<file path="config.mk">
export PLATFORM = sky130hd
export DESIGN_NAME = video_colmix
export DESIGN_NICKNAME = d
export VERILOG_FILES = /design/src/design/video_pkg.sv /design/src/design/video_colmix.sv
export VERILOG_INCLUDE_DIRS = /design/src /design/src/design
export SDC_FILE = /design/constraint.sdc
export NUM_CORES = 1
export LEC_CHECK = 0
export BUFFER_PORTS_ARGS = -buffer_cell sky130_fd_sc_hd__buf_2
export CELL_PAD_IN_SITES_DETAIL_PLACEMENT = 1
export CELL_PAD_IN_SITES_GLOBAL_PLACEMENT = 1
export CORE_MARGIN = 1
export CORE_UTILIZATION = 30
export DETAILED_ROUTE_END_ITERATION = 8
export HOLD_SLACK_MARGIN = 0.1
export PLACE_DENSITY = 0.61
export SYNTH_ARGS = -nofsm -noshare
export SYNTH_HDL_FRONTEND = slang
export SYNTH_SLANG_ARGS = --single-unit
</file>
<file path="constraint.sdc">
create_clock -name clk -period 3.75 [get_ports clk]
set_input_delay 0.375 -clock clk [delete_from_list [all_inputs] [get_ports clk]]
set_output_delay 0.375 -clock clk [all_outputs]
set_load 0.02 [all_outputs]
</file>
<file path="src/design/video_defines.svh">
`ifndef VIDEO_DEFINES_SVH
`define VIDEO_DEFINES_SVH

// cen6 strobes from beam sampling to RGB output
`define VIDEO_PXL_DLY 3

// Tile map of 32x32 tiles, 8x8 pixels each
`define VIDEO_MAP_AW 10

// Pattern memory, {tile code, row}, 16-bit words of 8 pixels at 2bpp
`define VIDEO_GFX_AW 11

// Palette of 16 entries, 12-bit RGB
`define VIDEO_PAL_AW 4

// Colour code that lets the layer below show through
`define VIDEO_TRANSPARENT 2'd3

// CPU address map
`define VIDEO_CPU_CHAR_BASE 12'h000
`define VIDEO_CPU_SCR_BASE  12'h400
`define VIDEO_CPU_REG_BASE  12'h800

`endif

</file>
<file path="src/design/video_pkg.sv">
package video_pkg;

    // Target memory of the programming port
    typedef enum logic [1:0] {
        prog_char_gfx = 2'd0,
        prog_scr_gfx  = 2'd1,
        prog_palette  = 2'd2
    } prog_region_e;

    // Layer picked by the colour mixer
    typedef enum logic [1:0] {
        layer_char = 2'd0,
        layer_scr  = 2'd1,
        // Background uses palette entry 0
        layer_back = 2'd2
    } layer_e;

endpackage

</file>
<file path="src/design/video_colmix.sv">
`timescale 1ns/1ps
`include "video_defines.svh"

module video_colmix (
    input  logic                        clk,
    input  logic                        rst_n,
    input  logic                        cen6,
    // Blanking, active high in the visible area
    input  logic                        LHBL,
    input  logic                        LVBL,
    // Layer codes, already two stages late
    input  logic [1:0]                  char_pxl,
    input  logic [1:0]                  scr_pxl,
    input  logic                        scr_on,
    // Palette load
    input  logic                        pal_we,
    input  logic [`VIDEO_PAL_AW-1:0]    pal_addr,
    input  logic [11:0]                 pal_din,
    // Video out
    output logic [3:0]                  red,
    output logic [3:0]                  green,
    output logic [3:0]                  blue,
    output logic                        LHBL_dly,
    output logic                        LVBL_dly
);

    localparam int BLANK_MSB = `VIDEO_PXL_DLY - 2;

    logic [11:0]                pal_ram [0:(1 << `VIDEO_PAL_AW)-1];

    // Blank shift registers matching the layer pipeline
    logic [BLANK_MSB:0]         hb_sr;
    logic [BLANK_MSB:0]         vb_sr;

    video_pkg::layer_e          layer;
    logic [`VIDEO_PAL_AW-1:0]   pal_idx;
    logic                       active;

    always_ff @(posedge clk) begin
        if (pal_we) begin
            pal_ram[pal_addr] <= pal_din;
        end
    end

    // Priority: characters, then scroll, then background
    always_comb begin
        if (char_pxl != `VIDEO_TRANSPARENT) begin
            layer = video_pkg::layer_char;
        end else if (scr_on) begin
            layer = video_pkg::layer_scr;
        end else begin
            layer = video_pkg::layer_back;
        end
    end

    // Characters use entries 4-7, scroll 8-11
    always_comb begin
        case (layer)
            video_pkg::layer_char: pal_idx = {2'b01, char_pxl};
            video_pkg::layer_scr:  pal_idx = {2'b10, scr_pxl};
            default:               pal_idx = '0;
        endcase
    end

    assign active = hb_sr[BLANK_MSB] & vb_sr[BLANK_MSB];

    // Stage 3: palette lookup and blanking
    always_ff @(posedge clk or negedge rst_n) begin
        if (!rst_n) begin
            hb_sr    <= '0;
            vb_sr    <= '0;
            LHBL_dly <= 1'b0;
            LVBL_dly <= 1'b0;
            red      <= 4'd0;
            green    <= 4'd0;
            blue     <= 4'd0;
        end else if (cen6) begin
            hb_sr    <= {hb_sr[BLANK_MSB-1:0], LHBL};
            vb_sr    <= {vb_sr[BLANK_MSB-1:0], LVBL};
            LHBL_dly <= hb_sr[BLANK_MSB];
            LVBL_dly <= vb_sr[BLANK_MSB];
            if (active) begin
                {red, green, blue} <= pal_ram[pal_idx];
            end else begin
                {red, green, blue} <= 12'd0;
            end
        end
    end

endmodule

</file>
# After elaboration in Yosys (flattened, before gate mapping)
# Memories as Yosys holds them, arrays and structs flattened.
# Cells that the tools add are included.
# op_classes
bitwise	1
n_reduce_logical	1
n_mux	8
eq_ne	2
# op_table
op	n
two-way mux 4 bit	3
one-hot mux 4 bit (2 select lines)	1
two-way mux 2 bit	2
equality test 2 x 1 -> 1 bit, second input constant	1
zero test 2 bit	1
two-way mux 1 bit	2
inequality test 2 bit, second input constant	1
AND 1 bit	1
# word_totals
reg_bits	18
inputBits	27
mem_count	1
out_inout_bits	14
ram_bits	192
# memory_table
memory	words	word_bits	read_ports	rd_clocked_by_memory_dff	wr	line	rtl
pal_ram	16	12	1	0	1	video_colmix.sv:29	logic [11:0] pal_ram [0:(1 << `VIDEO_PAL_AW)-1];

# Logic depth before layout (Yosys ltp)
# An unclocked memory read counts as a cell.
# logic_depth
depth_word	6
mapped_depth	7

# Worst setup path before layout
# No wires, ideal clock.
# synth_timing
kind	input to register
from	in pal_addr[2]
to	mem pal_ram[0][0], enable pin
setup_ns	0.396
n_path_buf	0
arrival_time_ns	1.721
path_slack_ns	1.632
path_stages	2
t_required_ns	3.354
path_cell_list	or3b_2 > nor3_1
# synth_rtl
item	line	rtl
from (decl)	video_colmix.sv:17	input logic [`VIDEO_PAL_AW-1:0] pal_addr,
to (decl)	video_colmix.sv:29	
# No word-level cell before the write port.

# Final worst setup path
# layout_timing
from	in char_pxl[0]
to	reg blue[2]
# layout_between
elab_chain_cells	6
# layout_rtl
item	line	rtl
from (decl)	video_colmix.sv:12	input logic [1:0] char_pxl,
inequality test 2 bit (no source line)	--	
two-way mux 2 bit	video_colmix.sv:47	if (char_pxl != `VIDEO_TRANSPARENT) begin
equality test 2 x 1 -> 1 bit or zero test 2 bit (tied branches)	video_colmix.sv:58	case (layer)
one-hot mux 4 bit (2 select lines) (*)	video_colmix.sv:58	
memory read (16 x 12 bit) (*)	--	
two-way mux 4 bit (*)	video_colmix.sv:82	if (active) begin
to (signal assigned)	video_colmix.sv:83	{red, green, blue} <= pal_ram[pal_idx];
to (decl)	video_colmix.sv:22	output logic [3:0] blue,
# Mark *: on every way between the ends. The rest lies on a longest branch, timed or not.
# A chain may end at the register's enable or synchronous reset.

==> flow_summary_export.csv <==
group,metric,value,unit
detailed_routing,vias,2789,
timing,rsz0062_at_grt,"no",
setup_path,worstSetupPathType,"input pin to flop",
cells_and_area,diodes,0,
timing,fmax,477,MHz
power_and_ir_drop,p_leak,2.07,nW
floorplanning,start_util,30.7,%
cells_and_area,syn_to_final_growth,22.5,%
floorplanning,rows,45,
power_and_ir_drop,powerDensity,590,nW/um2
floorplanning,die_x,127,um
floorplanning,die_height,127,um
setup_path,worstPathMaxFanout,25,
clock_network,cts_made_buffers,17,
detailed_routing,wirelength,11000,um
detailed_routing,ant_nets,0,
setup_path,r2r-start,"hb_sr[1]$_DFFE_PN0P_",
grt,grt_pass1_wl,17100,um
timing,slew_violations,0,
setup_path,cp_num_buf_inv,1,
logic_synthesis,synthCells,306,
clock_network,cts_buffer_depth,2,
floorplanning,core,15100,um2
grt,overflow,0,
floorplanning,die_area,16000,um2
setup_path,r2r_slack,2120,ps
worst_hold_path,min_from,"LVBL",
placed_design,dpl.hpwl,6870,um
floorplanning,io-pin-count,41,
clock_network,worstSkewPairLatency,410,ps
placed_design,io_buffer_count,40,
timing,period_minus_slack,2100,ps
clock_network,cts_tree,"yes",
timing,slew_headroom,26.6,%
detailed_routing,firstDrtPassIters,4,
logic_synthesis,syn_avg_cell_area,15.2,um2
logic_synthesis,syn_area,4650,um2
setup_path,max_stage_delay,860,ps
detailed_routing,vias_per_cell,4.97,
clock_network,clk_pin_slew,50,ps
setup_path,r2r_cells,3,
setup_path,critPathCaptureType,"flop",
grt,antenna_found_initial,0,
grt,grt_pass1_vias,2980,
detailed_routing,wire_per_inst,19.6,um
detailed_routing,drt_iter0_drc,210,
clock_network,htreeDepth,4,
logic_synthesis,synth_top_area_cell,"edfxtp_1",
worst_hold_path,whs_endpoint,"vb_sr[0]$_DFFE_PN0P_",
setup_path,cp_cell_sequence,"buf_2, a21bo_1, and2_1, mux2i_1, a211oi_1, a32o_1",
placed_design,gp_congestion,0.735,
grt,track_usage,15.0,%
clock_network,cts_root_buffer,"clkbuf_16",
status,status,"complete, no violations",
logic_synthesis,ys_seq_area_share,75.5,%
clock_network,cts.sinks,120,
logic_synthesis,synth_seq_cells,120,
logic_synthesis,yosysTopAreaCellShare,65.8,%
power_and_ir_drop,ir_drop,346,uV
timing,skew,4.60,ps
logic_synthesis,yosysUniqueCellTypes,32,
timing,fin_setup_tns,0,ps
setup_path,arrival,2390,ps
timing,finalHoldViolCount,0,
power_and_ir_drop,total_power,3.36,mW
timing,finalSetupViolations,0,
grt,grt_max_degree,26,
setup_path,crit_slowest_cell,"and2_1",
cells_and_area,final_nets,387,
clock_network,cts_resized,0,
logic_synthesis,ys_top_cells_by_area,"edfxtp_1, dfrtp_1, mux2_2",
worst_hold_path,hold_depth,2,
setup_path,crit_family,"simple AND/OR/NAND/NOR gates",
logic_synthesis,yosys_warnings,0,
job,maxCapViolCount,0,
setup_path,critPathLaunchType,"input pin",
cells_and_area,drive_gt1_share,26.5,%
logic_synthesis,syn-num-nets,333,
detailed_routing,drc,0,
timing,tightest_slew,1100,ps
timing,final.period_utilization,55.9,%
worst_hold_path,hp-class,"input pin to flop",
setup_path,r2r_end,"blue[0]$_DFFE_PN0P_",
setup_path,required,4050,ps
## synth_stat cells
cell type  instances
a211oi_1           8
a211oi_2           1
a21bo_1            1
a21bo_2            1
a21oi_1            4
a221oi_1           3
a32o_1            11
and2_1             1
and3_1             6
buf_2              9
buf_6              2
clkbuf_1           4
dfrtp_1           18
edfxtp_1         102
inv_1              4
mux2_2            14
mux2i_1            8
nand2_1           35
nand2_2            1
nand2b_1           3
nand3_1           18
nand3b_1           2
nand4_1            1
nor2_1            19
nor3_1            11
o21a_1             1
o21ai_0            5
o21ai_1            1
o22ai_1            9
o2bb2ai_1          1
or2_2              1
or3b_2             1
## what timing repair did
action,in CTS,in global routing
setup buffers,0,0
hold buffers,1,0
hold endpoints to repair,18,0
## how the worst max path moves through the flow
stage / start / to / slack (ps) / cells after the start
after detailed placement: char_pxl[0] / red[0]$_DFFE_PN0P_ / 1230 / 6
after global placement: char_pxl[0] / blue[2]$_DFFE_PN0P_ / 1300 / 6
after global routing: char_pxl[0] / red[0]$_DFFE_PN0P_ / 1530 / 6
after CTS: char_pxl[0] / red[0]$_DFFE_PN0P_ / 1660 / 6
final: char_pxl[0] / blue[2]$_DFFE_PN0P_ / 1650 / 6
after floorplan: pal_addr[2] / pal_ram[0][0]$_DFFE_PP_ / 1630 / 2
## metrics by stage
stage                     cell area (um2)  utilization (%)  std cells  hold WS (ps)  setup slack [ps]
after floorplan                      4650                -        306          79.4              1630
after detailed placement             5090             33.6        528           378              1230
after global placement               5090             33.6        528           379              1300
after global routing                 5700             37.6        561           182              1530
final                                5700             37.6        561           196              1650
after CTS                            5700             37.6        561           179              1660
## per-layer routing
metal / up-vias / global-route usage, % / part of all wire, %
met3: 15 / 3.88 / 3.4
met2: 53 / 25.2 / 51
met4: 0 / 6.59 / 1.8
met5: - / 0 / 0
li1: 1292 / - / -
met1: 1429 / 18.1 / 44
## cells in the final DEF (no fill, tap or decap), drive strengths merged
master and n:
and3 6, a32o 11, inv 4, nor2 19, clkinv 5, bufinv 3, o21ai 6, nand2b 3
dfrtp 18, a221oi 3, nand3b 2, mux2i 8, nor3 11, mux2 14, a21bo 2, or3b 1
a21oi 4, o22ai 9, o21a 1, clkbuf 24, buf 49, nand4 1, and2 1, o2bb2ai 1
dlygate4sd3 1, a211oi 9, or2 1, nand2 36, nand3 18, edfxtp 102
## sequential cells by signal (all words and copies together) (netlist names)
register / flops
pal_ram: 102
LVBL_dly: 1
red: 4
LHBL_dly: 1
hb_sr: 2
vb_sr: 2
blue: 4
green: 4
## where the power goes
group          switching (mW)  internal [mW]  total [mW]
clock network           0.546           1.09        1.64
logic                   0.133         0.0728       0.206
registers              0.0204           1.50        1.52
## cell type report
type,count,area (um2)
Multi-Input combinational cell,167,1060
Inverter,4,15.0
Clock buffer,24,482
Sequential cell,120,3510
Fill cell,1543,9450
Tap cell,188,235
Clock inverter,8,119
Timing Repair Buffer,50,278
## cells by family (layout without fill, tap and decap cells)
group                  after synthesis  after routing  share of synthesized area, %
flip-flops                         120            120                          75.5
AO/OA/AOI/OAI                       46             46                          7.56
AND/OR/NAND/NOR                     99             99                          9.73
multiplexers                        22             22                          5.11
buffers and inverters               19             86                          2.10
(Power assumes the default switching activity.)
