### src/design/video_defines.svh
`ifndef VIDEO_DEFINES_SVH
`define VIDEO_DEFINES_SVH

// cen6 strobes from beam sampling to RGB output
`define VIDEO_PXL_DLY 3

// Tile map of 32x32 tiles, 8x8 pixels each
`define VIDEO_MAP_AW 10

// Pattern memory, {tile code, row}, 16-bit words of 8 pixels at 2bpp
`define VIDEO_GFX_AW 11

// Palette of 16 entries, 12-bit RGB
`define VIDEO_PAL_AW 4

// Colour code that lets the layer below show through
`define VIDEO_TRANSPARENT 2'd3

// CPU address map
`define VIDEO_CPU_CHAR_BASE 12'h000
`define VIDEO_CPU_SCR_BASE  12'h400
`define VIDEO_CPU_REG_BASE  12'h800

`endif

### src/design/video_pkg.sv
package video_pkg;

    // Target memory of the programming port
    typedef enum logic [1:0] {
        prog_char_gfx = 2'd0,
        prog_scr_gfx  = 2'd1,
        prog_palette  = 2'd2
    } prog_region_e;

    // Layer picked by the colour mixer
    typedef enum logic [1:0] {
        layer_char = 2'd0,
        layer_scr  = 2'd1,
        // Background uses palette entry 0
        layer_back = 2'd2
    } layer_e;

endpackage

### src/design/video_bus_port.sv
`timescale 1ns/1ps
`include "video_defines.svh"

module video_bus_port (
    input  logic                        clk,
    input  logic                        rst_n,
    // CPU bus, write only
    input  logic [11:0]                 cpu_addr,
    input  logic [7:0]                  cpu_dout,
    input  logic                        cpu_we,
    // Programming port
    input  video_pkg::prog_region_e     prog_sel,
    input  logic                        prog_we,
    // Tile map writes
    output logic                        char_map_we,
    output logic                        scr_map_we,
    output logic [`VIDEO_MAP_AW-1:0]    map_addr,
    output logic [7:0]                  map_din,
    // Pattern and palette strobes
    output logic                        char_gfx_we,
    output logic                        scr_gfx_we,
    output logic                        pal_we,
    // Scroll and layer enable registers
    output logic [7:0]                  scr_hpos,
    output logic [7:0]                  scr_vpos,
    output logic                        char_on,
    output logic                        scr_on
);

    localparam logic [11:0] CHAR_BASE = `VIDEO_CPU_CHAR_BASE;
    localparam logic [11:0] SCR_BASE  = `VIDEO_CPU_SCR_BASE;
    localparam logic [11:0] REG_HPOS  = `VIDEO_CPU_REG_BASE;
    localparam logic [11:0] REG_VPOS  = `VIDEO_CPU_REG_BASE + 12'd1;
    localparam logic [11:0] REG_ENA   = `VIDEO_CPU_REG_BASE + 12'd2;

    // Map regions are picked by the bits above the map address
    assign char_map_we = cpu_we &&
        (cpu_addr[11:`VIDEO_MAP_AW] == CHAR_BASE[11:`VIDEO_MAP_AW]);
    assign scr_map_we  = cpu_we &&
        (cpu_addr[11:`VIDEO_MAP_AW] == SCR_BASE[11:`VIDEO_MAP_AW]);
    assign map_addr    = cpu_addr[`VIDEO_MAP_AW-1:0];
    assign map_din     = cpu_dout;

    // One strobe per programming target
    assign char_gfx_we = prog_we && (prog_sel == video_pkg::prog_char_gfx);
    assign scr_gfx_we  = prog_we && (prog_sel == video_pkg::prog_scr_gfx);
    assign pal_we      = prog_we && (prog_sel == video_pkg::prog_palette);

    always_ff @(posedge clk or negedge rst_n) begin
        if (!rst_n) begin
            scr_hpos <= 8'd0;
            scr_vpos <= 8'd0;
            // Both layers visible out of reset
            char_on  <= 1'b1;
            scr_on   <= 1'b1;
        end else if (cpu_we) begin
            case (cpu_addr)
                REG_HPOS: scr_hpos <= cpu_dout;
                REG_VPOS: scr_vpos <= cpu_dout;
                REG_ENA: begin
                    char_on <= cpu_dout[0];
                    scr_on  <= cpu_dout[1];
                end
                default: ;
            endcase
        end
    end

endmodule

### config.mk
export PLATFORM = sky130hd
export DESIGN_NAME = video_bus_port
export DESIGN_NICKNAME = d
export VERILOG_FILES = /design/src/design/video_pkg.sv /design/src/design/video_bus_port.sv
export VERILOG_INCLUDE_DIRS = /design/src /design/src/design
export SDC_FILE = /design/constraint.sdc
export NUM_CORES = 1
export LEC_CHECK = 0
export ABC_AREA = 1
export BUFFER_PORTS_ARGS = -buffer_cell sky130_fd_sc_hd__buf_2
export CAP_MARGIN = 20
export CORE_UTILIZATION = 41
export CTS_CLUSTER_DIAMETER = 80
export DETAILED_ROUTE_END_ITERATION = 6
export PLACE_DENSITY = 0.76
export SLEW_MARGIN = 20
export SYNTH_ARGS = -nofsm -noshare
export SYNTH_HDL_FRONTEND = slang
export SYNTH_SLANG_ARGS = --single-unit
### constraint.sdc
create_clock -name clk -period 0.8 [get_ports clk]
set_input_delay 0.12 -clock clk [delete_from_list [all_inputs] [get_ports clk]]
set_output_delay 0.12 -clock clk [all_outputs]
set_load 0.02 [all_outputs]
* Yosys cells after proc, flatten, opt, wreduce, memory -nomap -nowiden
Cells that the tools add are included.
Operators by class: eq/ne operators 6, reduce and logical (&&, ||, !) cells 10
Operators by type and width (number):
- $eq A12 B12 Y1 const B | 3
- $reduce_and A2 Y1 | 3
- $logic_and A1 B1 Y1 | 5
- $eq A2 B1 Y1 const B | 2
- $logic_not A2 Y1 | 2
- $eq A2 B2 Y1 const B | 1
Storage, ports and cells: bits in registers 18, bits of input ports 26, output and inout bits 41, word-level logic and storage cells 20

* Logic depth before layout (Yosys ltp)
Gate-level depths: netlist of the first run.
word-level depth 2, depth in mapped cells 8, mapped depth without buffers 7

* Least setup slack after synthesis of the first run
Ideal clock, no wire load.
path kind in2reg, start point in cpu_addr[3], end point reg scr_vpos[0], library setup time 0.117 ns, arrival 0.756 ns, data required time 0.683 ns, slack -0.073 ns, cell stages on the path 6, buffers on the path 0, cell sequence nor2_1 > nand2_2 > nor2_8 > nand2_4 > nand2_1 > nand2_1
Between the ends: longest elaborated chain between the ends 2
Ends and longest elaborated chain:
- start: declaration | RTL line video_bus_port.sv:8 | input logic [11:0] cpu_addr,
- $eq A12 B12 Y1 | RTL line video_bus_port.sv:57 | case (cpu_addr)
- $reduce_and A2 Y1 (no source line)
- end signal: assignment | RTL line video_bus_port.sv:59 | REG_VPOS: scr_vpos <= cpu_dout;
- end: declaration | RTL line video_bus_port.sv:25 | output logic [7:0] scr_vpos,
No other way between the ends. A chain may end at the register's enable or synchronous reset.

* Worst setup path in the final report of the first run
start point reg char_on, end point out char_on
RTL lines:
- start: declaration | RTL line video_bus_port.sv:26 | output logic char_on,
- start signal: assignment | RTL line video_bus_port.sv:61 | char_on <= cpu_dout[0];
No word-level cell between the ends.

==> reports/qor.log, run 1 <==
qor: logic_synthesis.synth_cells 121
qor: placement.hpwlAfterDp 1820 µm
qor: setup_path.critPathBufInv 1
qor: setup_path.timing.critical_path.max_delay_family flip-flops
qor: setup_path.reg2reg_depth 4
qor: status.status finished, violations left
qor: power.combPwrFrac 21.2%
qor: timing.final_max_slew_viol_count 0
qor: logic_synthesis.post_synth_num_cell_types 16
qor: power.switching_power 503 µW
qor: logic_synthesis.synthesis.area 1010 µm²
qor: setup_path.timing.critical_path.arrival 970 ps
qor: timing.final_report_hold_violation_count 0
qor: power.cellLeakagePower 0.000993 µW
qor: timing.final_period_minus_worst_setup_slack 1090 ps
qor: setup_path.critical_path.max_fanout 2
qor: timing.setup-violations-final 21
qor: die.floorplan.io_pins 67
qor: clock_network.clk-insertion-delay-late 300 ps
qor: routing.detail_route.wirelength 2770 µm
qor: finish.drive_gt1_share 57.4%
qor: setup_path.timing.critical_path.slowest_stage_cell sky130_fd_sc_hd__dfstp_2
qor: timing.rsz0062_at_grt true
qor: routing.remaining_drc_errors 0
qor: setup_path.crit_path_cell_trace buf_6
qor: die.floorplan.die.width 51.7 µm
qor: global_routing.top_usage_layer met2
qor: logic_synthesis.seq_area_frac_synth 44.8%
qor: global_routing.grt_antenna_before_repair 0
qor: die.placeableCoreArea 2280 µm²
qor: global_routing.largest_net_degree_at_the_start_of_global_routing 22
qor: die.die-height 51.7 µm
qor: clock_network.cts-root-to-sink-buffers 2
qor: die.design.die.area 2670 µm²
qor: setup_path.timing.rr.start char_on
qor: setup_path.worst_setup_ep_type output port
qor: timing.finalHoldWorstSlack 73.2 ps
qor: worst_hold_path.hold_class primary input to register
qor: clock_network.cts.root.buffer_cell sky130_fd_sc_hd__clkbuf_4
qor: clock_network.cts_tree done
qor: power.power.sequential.fraction 49.2%
qor: setup_path.crit_path_start_kind register
qor: logic_synthesis.synth_seq_cells 18
qor: routing.routed_wire_length_per_instance 12.4 µm
qor: finish.mostFrequentLayoutCells sky130_fd_sc_hd__buf_2 (43), sky130_fd_sc_hd__nand2_1 (38), sky130_fd_sc_hd__buf_6 (23)
qor: global_routing.grtUsageMet3 5.26%
qor: clock_network.clk_transition_reported_paths 100 ps
qor: finish.antenna_cells_inserted 0
qor: finish.nFillCells 160
qor: routing.viasPerCell 4.65
qor: power.internal-power 1360 µW
qor: global_routing.grt_remaining_overflow 0
qor: finish.final-instance-count-excl-fill 223
qor: logic_synthesis.postSynthAreaPerCell 8.36 µm²
qor: worst_hold_path.min_delay_path_depth 3
qor: power.switching_share 27.0%
qor: die.start_util 44.4%
qor: clock_network.cts.sink_count 18
qor: placement.gp_routability_congestion 0.769
qor: global_routing.met1_usage 23.6%
qor: status.violations setup timing
qor: clock_network.cts_made_buffers 3
qor: setup_path.rrSetupSlack -80 ps
qor: global_routing.grt_first_pass_wirelength 3820 µm
qor: global_routing.grt_usage 19.4%
qor: timing.post-route-period-util 136%
qor: setup_path.crit_required 680 ps
qor: placement.dp_cells 203
qor: placement.place.port_buffers 66
qor: routing.final_antenna_net_count 0
qor: routing.detail_route.iter0.violations 19
qor: power.part_of_the_total_power_dissipated_in_the_clock_network 29.5%
qor: setup_path.endpoint_of_the_most_critical_register_to_register_path char_on
qor: worst_hold_path.min-delay-start cpu_dout[0]
qor: global_routing.groute.layer.met2.usage 35.5%
qor: power.powerDensity 1110 nW/µm²
qor: worst_hold_path.hold-path-endpoint char_on
qor: routing.num_vias 1,037
qor: finish.areaGrowthSynthToFinish 65.6%
qor: clock_network.htree_num_levels 1
qor: global_routing.grt_pass1_vias 880
qor: routing.drt_first_pass_iters 4
qor: setup_path.timing_worst_setup_path_type register to output port
qor: die.fp-row-count 17
qor: finish.final_common_cell sky130_fd_sc_hd__buf_2
qor: finish.layout.nets 222
qor: timing.finalClockSkew 0 ps
qor: timing.layout_setup_ws -289 ps
qor: setup_path.worst_path_largest_cell_delay 550 ps
qor: logic_synthesis.yosys_warnings 0
qor: power.vdd_ir_drop_max 1300 µV
qor: logic_synthesis.synth_fp_nets 147
qor: timing.f_max 918 MHz
qor: run.maxCapViolations 0
qor: timing.maxSlewHeadroom 73.9%
qor: timing.worstMarginPinSlew 391 ps
-- registers in the layout (all words and copies together) (netlist names) --
name,flops
scr_hpos,8
scr_vpos,8
scr_on,1
char_on,1
-- timing repair --
item                                    4_1_cts  5_1_grt
hold endpoints to repair                     16        0
endpoints found under the setup margin       19       28
buffers inserted                              9        8
pin swaps                                     1        5
resized for setup                            39        9
hold buffers                                  1        0
cloned                                        0        1
-- area by class of cell --
class	count	area (µm²)	area share (%)
timing repair buffer	89	687	41.0
sequential	18	453	27.1
multi-input combinational	79	442	26.4
clock buffer	4	36.3	2.17
tap	28	35.0	2.09
inverter	5	21.3	1.27
-- cell families (layout without fill, tap and decap cells) --
logic type	count (synthesis)	count (layout)	share of synthesized area, %
flops	18	18	44.8
buf+inv	25	98	17.1
simple gates	78	79	38.1
-- per-layer routing --
layer | vias to the layer above | routed length, µm | share of wire (%)
li1 | 511 | - | -
met5 | - | 0 | 0
met4 | 0 | 10 | 0.36
met2 | 26 | 1560 | 56
met3 | 3 | 94 | 3.4
met1 | 497 | 1100 | 40
-- power by group through the flow --
stage | Combinational [µW] | Clock (µW) | Sequential (µW)
2_1_floorplan | 205 | 0 | 939
3_3_place_gp | 348 | 0 | 933
3_5_place_dp | 355 | 0 | 933
4_1_cts | 385 | 555 | 917
5_1_grt | 423 | 601 | 918
6_report | 396 | 550 | 917
-- synth_stat cells (all sizes together) --
cell / number / area share, %
nand2: 44 / 18
nor2: 12 / 8.9
dfstp: 2 / 5.2
nor3b: 1 / 0.74
nor3: 2 / 0.99
nand3: 19 / 9.4
buf: 20 / 15
inv: 5 / 1.9
dfrtp: 16 / 40
-- worst max-delay path by stage --
stage	slack, ps	start	to	depth (start not counted)
final	-290	char_on	char_on	1
after global routing	-310	char_on	char_on	1
after CTS	-280	char_on	char_on	1
after detailed placement	-220	cpu_addr[7]	scr_vpos[5]	8
after global placement	-180	cpu_addr[5]	scr_vpos[7]	8
after floorplan	-30	cpu_addr[5]	scr_hpos[0]	7
-- through the flow --
step	util [%]	area, µm²	worst slack, ps	total power (µW)	TNS, ps
after floorplan	-	1050	-33.9	1140	-271
after global placement	59.1	1350	-183	1280	-3170
after detailed placement	59.1	1350	-216	1290	-3530
after CTS	70.2	1600	-282	1860	-3020
after global routing	73.6	1670	-307	1940	-3970
final	73.6	1670	-289	1860	-3260
Power figures use the tool's default switching activity.
==> inputs of run 2 (changes only) <==
clock period = 1.2 ns   (was 0.8 ns; I/O delays follow)
==> reports/qor.log, run 2 (synthesis gave the netlist of run 1 again) <==
qor: global_routing.grt_remaining_overflow 0 [unchanged]
qor: timing.finalHoldWorstSlack 157 ps [+83.6 ps]
qor: setup_path.timing.critical_path.max_delay_family flip-flops
qor: power.powerDensity 905 nW/µm² [-19%]
qor: placement.place.port_buffers 66 [unchanged]
qor: routing.drt_first_pass_iters 4 [unchanged]
qor: setup_path.worst_path_largest_cell_delay 540 ps [about the same]
qor: power.fin_total_pwr 1160 µW [-38%]
qor: global_routing.grt_pass1_vias 785 [-11%]
qor: finish.top_regs scr_hpos x8, scr_vpos x8
qor: finish.antenna_cells_inserted 0 [unchanged]
qor: routing.num_vias 898 [-13%]
qor: die.design.die.area 2670 µm² [unchanged]
qor: routing.wl_met3 94 µm [unchanged]
qor: clock_network.hold_bufs_inserted_after_cts 1 [unchanged]
qor: status.status completed
qor: clock_network.cts.root.buffer_cell sky130_fd_sc_hd__clkbuf_4
qor: global_routing.grt_first_pass_wirelength 3340 µm [-12%]
qor: routing.met2WireLength 1120 µm [-28%]
qor: routing.final_antenna_net_count 0 [unchanged]
qor: die.floorplan.die.width 51.7 µm [unchanged]
qor: clock_network.cts_tree done
qor: power.cellLeakagePower 0.000842 µW [-15%]
qor: placement.hpwlAfterDp 1760 µm [-3.7%]
qor: timing.final_max_slew_viol_count 0 [unchanged]
qor: power.vdd_ir_drop_max 956 µV [-27%]
qor: timing.post-route-period-util 95.5%
qor: setup_path.timing.critical_path.slowest_stage_cell sky130_fd_sc_hd__dfstp_2
qor: die.placeableCoreArea 2280 µm² [unchanged]
qor: timing.setup_total_negative_slack 0 ps [+3260 ps]
qor: global_routing.grt_usage 16.3% [-3.0 points]
qor: routing.routed_wire_length_per_instance 10.4 µm [-16%]
qor: global_routing.grt_antenna_before_repair 0 [unchanged]
qor: clock_network.postCtsSetupRepairBufs 0 [-9]
qor: die.start_util 44.4% [unchanged]
qor: clock_network.htree_num_levels 1 [unchanged]
qor: routing.detail_route.wirelength 2090 µm [-24%]
qor: placement.placedInstanceArea 1240 µm² [-8.0%]
qor: clock_network.cts.repair.resized 0 [-100%]
qor: finish.layout.nets 201 [-9.5%]
qor: worst_hold_path.hold_class primary input to register
qor: die.floorplan.io_pins 67 [unchanged]
qor: clock_network.cts-root-to-sink-buffers 2 [unchanged]
qor: finish.areaGrowthSynthToFinish 27.0%
qor: timing.rsz0062_at_grt false
qor: timing.setup-violations-final 0 [-100%]
qor: routing.detail_route.iter0.violations 18 [-1]
qor: clock_network.clk_transition_reported_paths 90 ps [about the same]
qor: timing.f_max 873 MHz
qor: run.maxCapViolations 0 [unchanged]
qor: clock_network.clk-insertion-delay-late 270 ps [-30 ps]
qor: finish.final_common_cell sky130_fd_sc_hd__buf_2
qor: finish.drive_gt1_share 47.7% [-9.7 points]
qor: clock_network.cts_made_buffers 3 [unchanged]
qor: clock_network.cts.sink_count 18 [unchanged]
qor: setup_path.crit_required 1020 ps [+340 ps]
qor: finish.finish.instance_area 1280 µm² [-23%]
qor: setup_path.timing_worst_setup_path_type register to output port
qor: finish.mostFrequentLayoutCells sky130_fd_sc_hd__buf_2 (66), sky130_fd_sc_hd__nand2_1 (41), sky130_fd_sc_hd__nand3_1 (19)
qor: die.die-height 51.7 µm [unchanged]
qor: routing.top_layer_used met4
qor: routing.viasPerCell 4.45 [-4.4%]
qor: timing.final_period_minus_worst_setup_slack 1150 ps
qor: timing.worstMarginPinSlew 384 ps [-7.17 ps]
qor: timing.maxSlewHeadroom 74.4% [+0.48 points]
qor: timing.finalClockSkew 0 ps [unchanged]
qor: timing.final_report_hold_violation_count 0 [unchanged]
qor: setup_path.timing.critical_path.arrival 970 ps [about the same]
qor: routing.detail_route.wirelength.met1 868 µm [-21%]
qor: die.fp-row-count 17 [unchanged]
qor: placement.gp_routability_congestion 0.807 [+5.0%]
qor: setup_path.critical_path.max_fanout 2 [unchanged]
qor: setup_path.critPathBufInv 1 [unchanged]
qor: setup_path.crit_path_cell_trace buf_2
qor: setup_path.worst_setup_ep_type output port
qor: setup_path.crit_path_start_kind register
qor: finish.nFillCells 216 [+35%]
qor: routing.remaining_drc_errors 0 [unchanged]
qor: global_routing.largest_net_degree_at_the_start_of_global_routing 19 [-14%]
[run 2: cell types whose count changed in the layout (fill, tap and decap cells not counted), moves of 2 or more]
| cell | before | now |
|---|---|---|
| sky130_fd_sc_hd__buf_12 | 3 | 0 |
| sky130_fd_sc_hd__buf_2 | 43 | 66 |
| sky130_fd_sc_hd__buf_4 | 19 | 2 |
| sky130_fd_sc_hd__buf_6 | 23 | 0 |
| sky130_fd_sc_hd__nand2_1 | 38 | 41 |
| sky130_fd_sc_hd__nand2_2 | 3 | 1 |
| sky130_fd_sc_hd__nor2_1 | 4 | 7 |
| sky130_fd_sc_hd__nor2_4 | 6 | 1 |
[run 2: layout make-up]
class                   instances  area, µm²  share of cell area, %
clock buffers                   4       36.3                   2.83
inverters                       5       18.8                   1.46
multi-input cells              78        385                   30.0
flip-flops and latches         18        453                   35.3
well taps                      28       35.0                   2.73
repair buffers                 69        355                   27.7
[run 2: per-layer routing]
layer | vias up | GRT usage, %
met5 | - | 0
li1 | 469 | -
met2 | 23 | 29.4
met4 | 0 | 2.70
met1 | 404 | 21.3
met3 | 2 | 1.75
[run 2: path summary, 6_finish.rpt]
kind / slack (ps) / from / to / cells after the start
setup / recovery: 50 / scr_on / scr_on / 1
hold / removal: 160 / cpu_dout[1] / scr_on / 3
setup reg to reg: 510 / scr_on / scr_on / 2
hold reg to reg: 470 / char_on / char_on / 2
max in group asynchronous: 530 / rst_n / scr_on / 2
min in group asynchronous: 360 / rst_n / scr_vpos[5] / 2
[run 2: through the flow]
step	cells	setup WS, ps	util (%)
after global routing	202	16.0	56.4
after detailed placement	197	59.2	54.4
after global placement	197	83.0	54.4
after floorplan	121	267	-
after CTS	202	43.3	56.4
final	202	54.2	56.4
[run 2: power by group]
| group | switching, µW | total [µW] | internal, µW |
|---|---|---|---|
| sequential | 1.29 | 611 | 609 |
| clock | 168 | 352 | 184 |
| combinational | 129 | 199 | 70.3 |
| total | 298 | 1160 | 864 |
==> inputs of run 3 (changes only) <==
RECOVER_POWER = 25   (was unset)
SKIP_CTS_REPAIR_TIMING = 1   (was unset)
==> reports/qor.log, run 3 (synthesis gave the netlist of run 1 again) <==
qor: placement.hpwlAfterDp 1760 µm [unchanged]
qor: global_routing.largest_net_degree_at_the_start_of_global_routing 19 [unchanged]
qor: die.start_util 44.4% [unchanged]
qor: placement.place.port_buffers 66 [unchanged]
qor: finish.multiInputGateArea 385 µm² [unchanged]
qor: worst_hold_path.hold_class primary input to register
qor: global_routing.grt_usage 16.3% [-0.062 points]
qor: run.maxCapViolations 0 [unchanged]
qor: power.powerDensity 917 nW/µm² [+1.3%]
qor: global_routing.grt_remaining_overflow 0 [unchanged]
qor: finish.mostFrequentLayoutCells sky130_fd_sc_hd__buf_2 (47), sky130_fd_sc_hd__nand2_1 (41), sky130_fd_sc_hd__nand3_1 (19)
qor: clock_network.clk-insertion-delay-late 270 ps [about the same]
qor: global_routing.grt_first_pass_wirelength 3330 µm [-0.42%]
qor: finish.top_regs scr_hpos x8, scr_vpos x8
qor: global_routing.grt_pass1_vias 781 [-0.51%]
qor: worst_hold_path.min-delay-start cpu_dout[1]
qor: status.status completed
qor: setup_path.timing_worst_setup_path_type register to output port
qor: setup_path.rrSetupSlack 510 ps [about the same]
qor: timing.f_max 873 MHz [about the same]
qor: power.cellLeakagePower 0.000793 µW [-5.9%]
qor: clock_network.cts.sink_count 18 [unchanged]
qor: finish.drive_gt1_share 37.4% [-10 points]
qor: timing.setup_total_negative_slack 0 ps [unchanged]
qor: setup_path.worst_path_largest_cell_delay 540 ps [about the same]
qor: routing.detail_route.iter0.violations 15 [-3]
qor: routing.viasPerCell 4.49 [+0.89%]
qor: clock_network.cts_tree done
qor: clock_network.cts_made_buffers 3 [unchanged]
qor: timing.maxSlewHeadroom 71.6% [-2.8 points]
qor: timing.rsz0062_at_grt false
qor: clock_network.clk_transition_reported_paths 90 ps [about the same]
qor: finish.nFillCells 225 [+4.2%]
qor: setup_path.crit_required 1020 ps [about the same]
qor: routing.routed_wire_length_per_instance 10.6 µm [+1.8%]
qor: die.floorplan.io_pins 67 [unchanged]
qor: die.fp-row-count 17 [unchanged]
qor: setup_path.crit_path_cell_trace buf_2
qor: setup_path.timing.critical_path.slowest_stage_cell sky130_fd_sc_hd__dfstp_2
qor: timing.final_max_slew_viol_count 0 [unchanged]
qor: die.placeableCoreArea 2280 µm² [unchanged]
qor: die.die-height 51.7 µm [unchanged]
qor: timing.setup-violations-final 0 [unchanged]
qor: routing.drt_first_pass_iters 4 [unchanged]
qor: routing.num_vias 906 [+0.89%]
qor: routing.final_antenna_net_count 0 [unchanged]
qor: finish.antenna_cells_inserted 0 [unchanged]
qor: placement.dp_cells 197 [unchanged]
qor: finish.final-instance-count-excl-fill 202 [unchanged]
qor: setup_path.worst_setup_ep_type output port
qor: setup_path.start_point_of_the_critical_path scr_on
qor: finish.register_area 453 µm² [unchanged]
qor: finish.final_common_cell sky130_fd_sc_hd__buf_2
qor: global_routing.grt_antenna_before_repair 0 [unchanged]
qor: timing.post-route-period-util 95.5% [about the same]
qor: clock_network.htree_num_levels 1 [unchanged]
qor: timing.finalHoldWorstSlack 158 ps [+1.46 ps]
qor: finish.layout.nets 201 [unchanged]
qor: clock_network.cts.root.buffer_cell sky130_fd_sc_hd__clkbuf_4
qor: setup_path.timing.critical_path.arrival 970 ps [about the same]
qor: setup_path.crit_path_start_kind register
qor: placement.gp_routability_congestion 0.807 [unchanged]
qor: die.design.die.area 2670 µm² [unchanged]
qor: setup_path.critPathBufInv 1 [unchanged]
qor: timing.final_report_hold_violation_count 0 [unchanged]
qor: power.vdd_ir_drop_max 1010 µV [+5.2%]
qor: die.floorplan.die.width 51.7 µm [unchanged]
qor: clock_network.cts-root-to-sink-buffers 2 [unchanged]
qor: routing.remaining_drc_errors 0 [unchanged]
qor: timing.finalClockSkew 0 ps [unchanged]
qor: timing.worstMarginPinSlew 426 ps [+42.5 ps]
qor: finish.areaGrowthSynthToFinish 24.8%
qor: timing.final_period_minus_worst_setup_slack 1150 ps [+0.00830 ps]
qor: setup_path.critical_path.max_fanout 2 [unchanged]
qor: setup_path.timing.critical_path.max_delay_family flip-flops
qor: setup_path.timing.rr.start scr_on
qor: routing.detail_route.wirelength 2130 µm [+1.8%]
## run 3: per-stage QoR
step | instance area (µm²) | worst slack (ps) | util (%) | power, µW
after floorplan | 1010 | 267 | - | 754
after global placement | 1240 | 83.0 | 54.4 | 818
after detailed placement | 1240 | 59.2 | 54.4 | 821
after CTS | 1270 | 43.3 | 56.0 | 1170
after global routing | 1260 | 16.0 | 55.4 | 1210
final | 1260 | 54.2 | 55.4 | 1160
## run 3: power by group
| part | total (µW) | internal (µW) | leakage (µW) | switching [µW] |
|---|---|---|---|---|
| sequential | 611 | 609 | 0.000244 | 1.29 |
| combinational | 192 | 61.4 | 0.000528 | 131 |
| clock | 354 | 184 | 0.0000210 | 170 |
| total | 1160 | 855 | 0.000793 | 302 |
## run 3: routing by layer
metal / GRT usage [%] / vias to the layer above / wire (µm)
met3: 1.75 / 2 / 91
met4: 2.70 / 0 / 12
met5: 0 / - / 0
met1: 21.3 / 413 / 904
li1: - / 470 / -
met2: 29.2 / 21 / 1120
## run 3: final cells by class
type | instances | share of cell area, %
Inverter | 5 | 1.49
Timing Repair Buffer | 69 | 26.4
Clock buffer | 4 | 2.88
Tap cell | 28 | 2.78
Sequential cell | 18 | 35.9
Multi-Input combinational cell | 78 | 30.6
## run 3: path summary, 6_finish.rpt
path / depth (start not counted) / to
setup / recovery: 1 / scr_on
hold reg to reg: 2 / char_on
setup reg to reg: 2 / scr_on
max in group asynchronous: 2 / scr_on
hold / removal: 3 / scr_on
min in group asynchronous: 2 / scr_vpos[5]
